[config.mk]
export PLATFORM = sky130hd
export DESIGN_NAME = bus_decoder_flat
export DESIGN_NICKNAME = d
export VERILOG_FILES = /design/src/source/bus_pkg.sv /design/src/source/cpu_bus_if.sv /design/src/source/bus_decoder.sv /design/src/flat_wrapper.sv
export VERILOG_INCLUDE_DIRS = /design/src /design/src/source
export SDC_FILE = /design/constraint.sdc
export NUM_CORES = 1
export LEC_CHECK = 0
export ABC_AREA = 1
export BUFFER_PORTS_ARGS = -buffer_cell sky130_fd_sc_hd__buf_4
export CORE_AREA = 2 2 123 125
export CTS_CLUSTER_SIZE = 25
export DETAILED_ROUTE_END_ITERATION = 10
export DIE_AREA = 0 0 125 127
export HOLD_SLACK_MARGIN = 0.05
export PLACE_DENSITY = 0.52
export REMOVE_ABC_BUFFERS = 1
export SLEW_MARGIN = 20
export SYNTH_ARGS = -nofsm -noshare
export SYNTH_HDL_FRONTEND = slang
export SYNTH_SLANG_ARGS = --single-unit
export TNS_END_PERCENT = 30
[constraint.sdc]
create_clock -name sysclock -period 2.3 [get_ports sysclock]
set_input_delay 0.46 -clock sysclock [delete_from_list [all_inputs] [get_ports sysclock]]
set_output_delay 0.46 -clock sysclock [all_outputs]
set_load 0.02 [all_outputs]
[src/source/fabric_cfg.svh]
`ifndef FABRIC_CFG_SVH
`define FABRIC_CFG_SVH

// processor bus widths
`define FABRIC_ADDR_W 32
`define FABRIC_DATA_W 32

// region code sits in the top address nibble
`define REGION_W       4
`define REGION_SCRATCH 4'h0
`define REGION_SRAM    4'hC

// word-address bits and depth of each memory
`define SCRATCH_AW    8
`define SCRATCH_WORDS (1 << `SCRATCH_AW)
`define SRAM_AW       10
`define SRAM_WORDS    (1 << `SRAM_AW)

`endif

[src/source/bus_pkg.sv]
`include "fabric_cfg.svh"

package bus_pkg;

  // processor bus vectors
  typedef logic [`FABRIC_ADDR_W-1:0]   addr_t;
  typedef logic [`FABRIC_DATA_W-1:0]   data_t;
  typedef logic [`FABRIC_DATA_W/8-1:0] sel_t;

  // two peripheral lines in, three-bit vector to the cpu
  typedef logic [1:0] irq_t;
  typedef logic [2:0] cpu_irq_t;

  // decoded target of a processor cycle
  typedef enum logic [1:0] {
    region_scratch,
    region_sram,
    region_unmapped
  } region_e;

endpackage

[src/source/cpu_bus_if.sv]
`timescale 1ns/1ps

interface cpu_bus_if;
  import bus_pkg::*;

  addr_t adr;
  data_t wdat;
  sel_t  sel;
  logic  we;
  logic  cyc;
  data_t rdat;
  logic  ack;

  // decoder side
  modport master (
    output adr,
    output wdat,
    output sel,
    output we,
    output cyc,
    input  rdat,
    input  ack
  );

  // memory side
  modport slave (
    input  adr,
    input  wdat,
    input  sel,
    input  we,
    input  cyc,
    output rdat,
    output ack
  );

endinterface

[src/source/bus_decoder.sv]
`timescale 1ns/1ps
`include "fabric_cfg.svh"

module bus_decoder (
  input  logic              sysclock,
  input  logic              rst_i,
  input  bus_pkg::addr_t    cpu_adr_i,
  input  bus_pkg::data_t    cpu_wdat_i,
  input  bus_pkg::sel_t     cpu_sel_i,
  input  logic              cpu_we_i,
  input  logic              cpu_cyc_i,
  output bus_pkg::data_t    cpu_rdat_o,
  output logic              cpu_ack_o,
  output logic              fault_o,
  input  bus_pkg::irq_t     io_irq_i,
  output bus_pkg::cpu_irq_t cpu_irq_o,
  cpu_bus_if.master         scr_bus,
  cpu_bus_if.master         sram_bus
);
  import bus_pkg::*;

  region_e region;
  logic    unmapped_cyc;
  logic    err_ack;

  // top nibble picks the region
  always_comb begin
    case (cpu_adr_i[`FABRIC_ADDR_W-1 -: `REGION_W])
      `REGION_SCRATCH: region = region_scratch;
      `REGION_SRAM:    region = region_sram;
      default:         region = region_unmapped;
    endcase
  end

  // address and data fan out, only cyc is steered
  assign scr_bus.adr   = cpu_adr_i;
  assign scr_bus.wdat  = cpu_wdat_i;
  assign scr_bus.sel   = cpu_sel_i;
  assign scr_bus.we    = cpu_we_i;
  assign scr_bus.cyc   = cpu_cyc_i && (region == region_scratch);

  assign sram_bus.adr  = cpu_adr_i;
  assign sram_bus.wdat = cpu_wdat_i;
  assign sram_bus.sel  = cpu_sel_i;
  assign sram_bus.we   = cpu_we_i;
  assign sram_bus.cyc  = cpu_cyc_i && (region == region_sram);

  assign unmapped_cyc = cpu_cyc_i && (region == region_unmapped);
  assign fault_o      = unmapped_cyc;

  // error ack one cycle after the fault, single pulse
  always_ff @(posedge sysclock or posedge rst_i) begin
    if (rst_i) begin
      err_ack <= 1'b0;
    end else begin
      err_ack <= unmapped_cyc && !err_ack;
    end
  end

  // response back to the cpu
  always_comb begin
    case (region)
      region_scratch: begin
        cpu_rdat_o = scr_bus.rdat;
        cpu_ack_o  = scr_bus.ack;
      end
      region_sram: begin
        cpu_rdat_o = sram_bus.rdat;
        cpu_ack_o  = sram_bus.ack;
      end
      default: begin
        cpu_rdat_o = '0;
        cpu_ack_o  = err_ack;
      end
    endcase
  end

  // interrupt hierarchy, a fault masks everything
  always_comb begin
    if (fault_o) begin
      cpu_irq_o = '0;
    end else if (|io_irq_i) begin
      cpu_irq_o = {1'b1, io_irq_i};
    end else begin
      cpu_irq_o = '0;
    end
  end

endmodule

[src/flat_wrapper.sv]
// flat-port wrapper written by rule: the top's interface ports become plain ports
module bus_decoder_flat import bus_pkg::*;
  (sysclock, rst_i, cpu_adr_i, cpu_wdat_i, cpu_sel_i, cpu_we_i, cpu_cyc_i, cpu_rdat_o, cpu_ack_o, fault_o, io_irq_i, cpu_irq_o, scr_bus_adr, scr_bus_wdat, scr_bus_sel, scr_bus_we, scr_bus_cyc, scr_bus_rdat, scr_bus_ack, sram_bus_adr, sram_bus_wdat, sram_bus_sel, sram_bus_we, sram_bus_cyc, sram_bus_rdat, sram_bus_ack);
  cpu_bus_if scr_bus_i ();
  cpu_bus_if sram_bus_i ();
  input  logic sysclock;
  input  logic rst_i;
  input  bus_pkg::addr_t cpu_adr_i;
  input  bus_pkg::data_t cpu_wdat_i;
  input  bus_pkg::sel_t cpu_sel_i;
  input  logic cpu_we_i;
  input  logic cpu_cyc_i;
  output bus_pkg::data_t cpu_rdat_o;
  output logic cpu_ack_o;
  output logic fault_o;
  input  bus_pkg::irq_t io_irq_i;
  output bus_pkg::cpu_irq_t cpu_irq_o;
  output wire logic [$bits(scr_bus_i.adr)-1:0] scr_bus_adr;
  output wire logic [$bits(scr_bus_i.wdat)-1:0] scr_bus_wdat;
  output wire logic [$bits(scr_bus_i.sel)-1:0] scr_bus_sel;
  output wire logic [$bits(scr_bus_i.we)-1:0] scr_bus_we;
  output wire logic [$bits(scr_bus_i.cyc)-1:0] scr_bus_cyc;
  input wire logic [$bits(scr_bus_i.rdat)-1:0] scr_bus_rdat;
  input wire logic [$bits(scr_bus_i.ack)-1:0] scr_bus_ack;
  output wire logic [$bits(sram_bus_i.adr)-1:0] sram_bus_adr;
  output wire logic [$bits(sram_bus_i.wdat)-1:0] sram_bus_wdat;
  output wire logic [$bits(sram_bus_i.sel)-1:0] sram_bus_sel;
  output wire logic [$bits(sram_bus_i.we)-1:0] sram_bus_we;
  output wire logic [$bits(sram_bus_i.cyc)-1:0] sram_bus_cyc;
  input wire logic [$bits(sram_bus_i.rdat)-1:0] sram_bus_rdat;
  input wire logic [$bits(sram_bus_i.ack)-1:0] sram_bus_ack;
  assign scr_bus_adr = scr_bus_i.adr;
  assign scr_bus_wdat = scr_bus_i.wdat;
  assign scr_bus_sel = scr_bus_i.sel;
  assign scr_bus_we = scr_bus_i.we;
  assign scr_bus_cyc = scr_bus_i.cyc;
  assign scr_bus_i.rdat = scr_bus_rdat;
  assign scr_bus_i.ack = scr_bus_ack;
  assign sram_bus_adr = sram_bus_i.adr;
  assign sram_bus_wdat = sram_bus_i.wdat;
  assign sram_bus_sel = sram_bus_i.sel;
  assign sram_bus_we = sram_bus_i.we;
  assign sram_bus_cyc = sram_bus_i.cyc;
  assign sram_bus_i.rdat = sram_bus_rdat;
  assign sram_bus_i.ack = sram_bus_ack;
  bus_decoder u_core (.sysclock(sysclock), .rst_i(rst_i), .cpu_adr_i(cpu_adr_i), .cpu_wdat_i(cpu_wdat_i), .cpu_sel_i(cpu_sel_i), .cpu_we_i(cpu_we_i), .cpu_cyc_i(cpu_cyc_i), .cpu_rdat_o(cpu_rdat_o), .cpu_ack_o(cpu_ack_o), .fault_o(fault_o), .io_irq_i(io_irq_i), .cpu_irq_o(cpu_irq_o), .scr_bus(scr_bus_i), .sram_bus(sram_bus_i));
endmodule
==> results by group, run 1 <==
Outcome
  – Status: finished clean

Drt
  – Post-DRT Antenna Nets: 0
  – WL per Instance: just under 40 microns
  – 1st-iter DRT viols: around 80
  – Total Routed Length: approximately 17,000 microns
  – Pre-antenna DRT Iters: 4
  – Via count: roughly 1,700
  – Vias per cell: 3.90
  – DRC: 0

Synthesis
  – Flops & latches, synth: 1
  – Mean post-synth cell area: ~6.3 sq um
  – Number of synthesized flops with an enable pin: 0
  – Sequential share of the synthesized area: 0.0146
  – Yosys Warn Count: 0
  – Main synth FF type: dfrtp_1
  – Share of the synthesized area in the top cell type: 0.603
  – Cells after synthesis: roughly 270
  – Ys async rst share: 1.00
  – Synthesized cell area: 1720 sq um
  – Synth cell count leaders: 138 x buf_4, 67 x nand3_1, 40 x nand2_1
  – Synth unique cells: 13
  – Top-count cell post-synth: buf_4
  – Area leader, netlist: buf_4
  – Top post-synthesis cells by area: buf_4 60%, nand3_1 20%, nand2_1 8.7%, buf_6 3.3%, buf_2 2.3%

Clock network
  – Cts hold-fix bufs: 0
  – Worst-Skew Late Latency: 0 ns
  – Clk slew on worst S/H paths: 0 ns
  – Setup bufs post-CTS: 0
  – CTS resizes: 0

Job
  – Number of max-cap violations: 0

Worst setup path
  – Startpoint Class: input pin
  – Worst Setup End Kind: output port
  – Setup CP Type: in -> out
  – CP max FO: 25
  – Required time worst endpoint: around 1.8 ns
  – Critical path data arrival time: between 1 and 1.5 ns

Global route
  – First-pass GRT wire length: about 20,000 microns
  – GR Overflow Total: 0
  – Tot GR Track Use: 0.200
  – Pin count of the biggest net entering global routing: 37
  – Initial antenna violation count: 0
  – Vias in the first global route: roughly 1,500

Place
  – Place WS: ~0.34 ns
  – Routability cong.: approximately 0.87
  – I/O Buffers: 121
  – Dpl hpwl: 15,900 microns

Floorplan
  – Initial core utilization: 0.119
  – Die H: about 130 microns
  – Die area: around 16,000 sq um
  – Die span in x: ~130 microns
  – Boundary Pins: between 300 and 400
  – Cell Rows: between 40 and 50
  – Core ar.: approximately 14,000 sq um

Final layout
  – Synthesis-to-finish area growth: 4.73%
  – Nets@finish: about 390
  – Most flops, register: u_core.err_ack
  – N_diodes: 0
  – Layout cells sized above 1: 0.528
  – Biggest regs: u_core.err_ack (1)
  – Largest register FFs: 1

STA
  – Max Clk Rate: 517 MHz
  – Relative slew slack: 0.805
  – Max-slew violation count: 0
  – Final Worst Setup Slack: 0.366 ns
  – Fin crit period: between 1.5 and 2 ns
  – Slew @ Worst Pin: between 0.2 and 0.3 ns
  – Final TNS setup: 0 ns
  – Worst Skew: 0 ns
  – Final setup viols: 0
  – Final worst path period share: 0.841
  – Final Hold Viols: 0
  – RSZ-0062 raised after global routing: no

Pwr
  – Leak Pwr: 1.00 nW
  – Worst VDD drop: around 0.032 mV
  – Pwr Density: between 150 and 200 nW/um^2
  – Total power: approximately 0.30 mW

Hold path
  – HP Class: in -> async
-- kinds of logic (layout without fill, tap and decap cells) --
group | count (synthesis) | count (layout) | synth area share
and+or+nand+nor | 114 | 114 | 0.309
buffers and inverters | 159 | 135 | 0.677
DFF | 1 | 1 | 0.0146
-- report_power, final --
group / switching, mW / leakage (nW) / internal (mW)
clock network: 0 / 0 / 0
registers: 0.000864 / 0.0126 / 0.0194
logic: 0.138 / 0.992 / 0.145
-- layout by cell type, fill, tap and decap left out --
cell type,Yosys,routed
buf_12,0,2
buf_4,138,125
dfrtp_1,1,1
inv_1,7,7
inv_2,1,1
nand2_1,40,40
nand3_1,67,67
nand3_2,1,1
nor2_1,3,3
nor2_4,1,2
or2_2,1,1
-- area by class of cell --
type                            instances  area (sq um)
Tap cell                              184           230
Fill cell                            1694         12600
Timing Repair Buffer                  127           978
Multi-Input combinational cell        114           536
Inverter                                8          30.0
Sequential cell                         1          25.0
-- stage by stage --
step	std cells	area, sq um	hold slack (ns)	util
finish	434	1800	0.311	0.125
global route	434	1800	0.325	0.125
CTS	434	1800	0.317	0.125
detailed placement	434	1800	0.317	0.125
global placement	434	1800	0.310	0.125
floorplan	123	586	0.189	-
-- metal layers --
layer / wire [microns] / vias up / GRT usage
li1: - / 684 / -
met1: 3560 / 684 / 0.117
met2: 8670 / 311 / 0.364
met3: 4490 / 11 / 0.250
met4: 228 / 4 / 0.0216
met5: 136 / - / 0.0898
-- worst paths after layout --
path | slack [ns] | depth (start not counted) | end | from
worst max-delay path | 0.37 | 8 | cpu_ack_o | cpu_adr_i[31]
worst min register to register | 0.44 | 1 | u_core.err_ack | u_core.err_ack
worst max register to register | 1.74 | 1 | u_core.err_ack | u_core.err_ack
worst min-delay path | 0.31 | 2 | u_core.err_ack | rst_i
max in group asynchronous | 1.90 | 2 | u_core.err_ack | rst_i
min in group sysclock | 0.44 | 1 | u_core.err_ack | u_core.err_ack
-- critical path, cell delays in order --
cell and delay (ns):
buf_4 0.13, nor2_4 0.15, buf_4 0.31, nand3_1 0.11, nand2_1 0.08, inv_1 0.03
nand2_1 0.05, buf_4 0.13
(Power assumes the default switching activity.)
==> run 2, diff against run 1 <==
Settings changed: ABC_AREA 1 to 0.
Clock period 2.3 ns to 1.55 ns, I/O delays scaled along.
==> run 2 against run 1 <==
  * The flow now finishes with violations (negative setup slack)
  * Worst hold slack got worse by 0.15 ns
  * Sequential share of layout area fell by 0.093 points
  * First-iteration DRC count fell by 26%
  * Area after synthesis fell by 12%
  * Utilization rose by 0.89 points
  * Flip-flop and latch count did not move
  * Register-to-register slack got worse by 0.76 ns
==> results by group, run 2 <==
Outcome
  – Status: finished, violations left
  – Failing checks: negative setup slack

Worst setup path
  – Required time worst endpoint: about 1.2 ns
  – Worst R2R Path Depth: 1
  – Buf/Inv on CP: 4
  – CP max FO: 8
  – Top delay family on crit path: buffers and inverters
  – Startpoint Class: input pin
  – CP max stage delay: 0.31 ns
  – Critical path data arrival time: between 1 and 1.5 ns
  – Worst path depth: 6
  – Worst Setup End Kind: output port
  – Setup CP Type: in -> out
  – CP max-delay cell: nor4_4
  – Worst path cell trace: buf_8 -> nor4_4 -> buf_12 -> clkbuf_16 -> a22o_1 -> buf_6

Synthesis
  – Synthesized cell area: approximately 1500 sq um
  – Top-count cell post-synth: buf_4
  – Top post-synthesis cells by area: buf_4 68%, a22o_1 18%, buf_6 2.2%, and2_1 1.6%, dfrtp_1 1.6%
  – Area leader, netlist: buf_4
  – Synth unique cells: 18
  – Number of synthesized flops with an enable pin: 0
  – Cells after synthesis: approximately 200
  – Flops & latches, synth: 1
  – Mean post-synth cell area: between 7 and 8 sq um
  – Synth cell count leaders: 138 x buf_4, 32 x a22o_1, 4 x and2_1, 4 x buf_2, 3 x buf_6
  – Ys async rst share: 1.00
  – Yosys Warn Count: 0
  – Sequential share of the synthesized area: 0.0165
  – Share of the synthesized area in the top cell type: 0.681
  – Main synth FF type: dfrtp_1

Final layout
  – N_diodes: 0
  – Synthesis-to-finish area growth: 26.8%
  – Multi-input gate area: around 430 sq um
  – Nets@finish: 326
  – Most flops, register: u_core.err_ack
  – Commonest non-fill, non-tap cell in the layout: buf_4
  – Largest register FFs: 1
  – Most frequent cells in the layout: 88 x buf_4, 39 x buf_6, 32 x a22o_1
  – Storage cell area: between 20 and 30 sq um
  – Fillers: 1,666
  – Layout cells sized above 1: 0.777
  – Biggest regs: u_core.err_ack (1)

Pwr
  – Leak Pwr: 0.913 nW
  – Total power: 0.461 mW
  – Pwr Density: ~240 nW/um^2
  – Worst VDD drop: just over 0.1 mV

STA
  – RSZ-0062 raised after global routing: yes
  – Max Clk Rate: roughly 600 MHz
  – Fin crit period: between 1.5 and 2 ns
  – Final setup viols: 38
  – Worst Skew: 0 ns
  – Final worst path period share: 1.08
  – Max-slew violation count: 0
  – Relative slew slack: 0.825
  – Final Hold Viols: 0
  – Final Worst Setup Slack: -0.123 ns
  – Slew @ Worst Pin: between 0.2 and 0.3 ns

Job
  – Number of max-cap violations: 0

Global route
  – Tot GR Track Use: 0.213
  – Vias in the first global route: around 1,300
  – Initial antenna violation count: 0
  – Pin count of the biggest net entering global routing: 35
  – GR Overflow Total: 0
  – First-pass GRT wire length: around 21,000 microns

Drt
  – Pre-antenna DRT Iters: 4
  – DRC: 0
  – 1st-iter DRT viols: between 60 and 70
  – Vias per cell: between 3 and 4
  – WL per Instance: 49.9 microns
  – Total Routed Length: about 18,000 microns
  – Post-DRT Antenna Nets: 0
  – Via count: 1,384

Clock network
  – Worst-Skew Late Latency: 0 ns
  – Cts hold-fix bufs: 0
  – Clk slew on worst S/H paths: 0 ns

Floorplan
  – Die span in x: between 100 and 150 microns
  – Die area: about 16,000 sq um
  – Cell Rows: 44
  – Initial core utilization: 0.105
  – Boundary Pins: approximately 320
  – Die H: approximately 130 microns
  – Core ar.: approximately 14,000 sq um

Hold path
  – HP Class: in -> async

Place
  – Place WS: -0.227 ns
  – Routability cong.: about 0.82
  – I/O Buffers: between 100 and 150
[run 2: changes by cell type in the layout (fill, tap and decap cells not counted), sizes merged, moves of 4 or more]
cell,delta
and2,+4
nand3,-66
nand2,-39
inv,-6
a22o,+32
buf,+5
[run 2: repair_timing]
item / 4_1_cts / 5_1_grt
resized for setup: 47 / 3
cloned: 0 / 2
buffers inserted: 5 / 0
setup endpoints to repair: 38 / 39
pin swaps: 30 / 11
[run 2: layout make-up]
class,instances,area share
Inverter,2,0.00389
Timing Repair Buffer,134,0.643
Multi-Input combinational cell,47,0.221
Sequential cell,1,0.0130
Tap cell,184,0.119
[run 2: metal layers]
metal  part of all wire  up-vias  track usage
met5                  0        -       0.0155
met4              0.056        0       0.0948
met3               0.27       24        0.270
met2               0.52      290        0.396
met1               0.16      577       0.0957
li1                   -      493            -
[run 2: path summary, 6_finish.rpt]
path                           startpoint             end  slack [ns]
setup / recovery            cpu_adr_i[29]  cpu_rdat_o[12]       -0.12
hold / removal                      rst_i  u_core.err_ack        0.16
setup reg to reg           u_core.err_ack  u_core.err_ack        0.98
hold reg to reg            u_core.err_ack  u_core.err_ack        0.48
max in group asynchronous           rst_i  u_core.err_ack        1.30
min in group sysclock      u_core.err_ack  u_core.err_ack        0.48
[run 2: logic make-up after synthesis]
logic type / count (synthesis) / share of synthesized area
DFF: 1 / 0.0165
AOI/OAI and AO/OA: 33 / 0.189
and+or+nand+nor: 14 / 0.0724
buffers and inverters: 147 / 0.722
[run 2: report_power, final]
group | internal (mW) | switching [mW] | total (mW)
clock | 0 | 0 | 0
combinational | 0.257 | 0.172 | 0.429
sequential | 0.0288 | 0.00239 | 0.0312
[run 2: stage by stage]
step	setup TNS, ns	util	std cells	area (sq um)	hold slack, ns
after global routing	-4.36	0.134	368	1930	0.169
after global placement	-3.77	0.115	361	1650	0.156
after CTS	-2.76	0.129	366	1870	0.157
final	-3.25	0.134	368	1930	0.157
after floorplan	-14.39	-	50	430	0.0387
after detailed placement	-4.38	0.115	361	1650	0.157
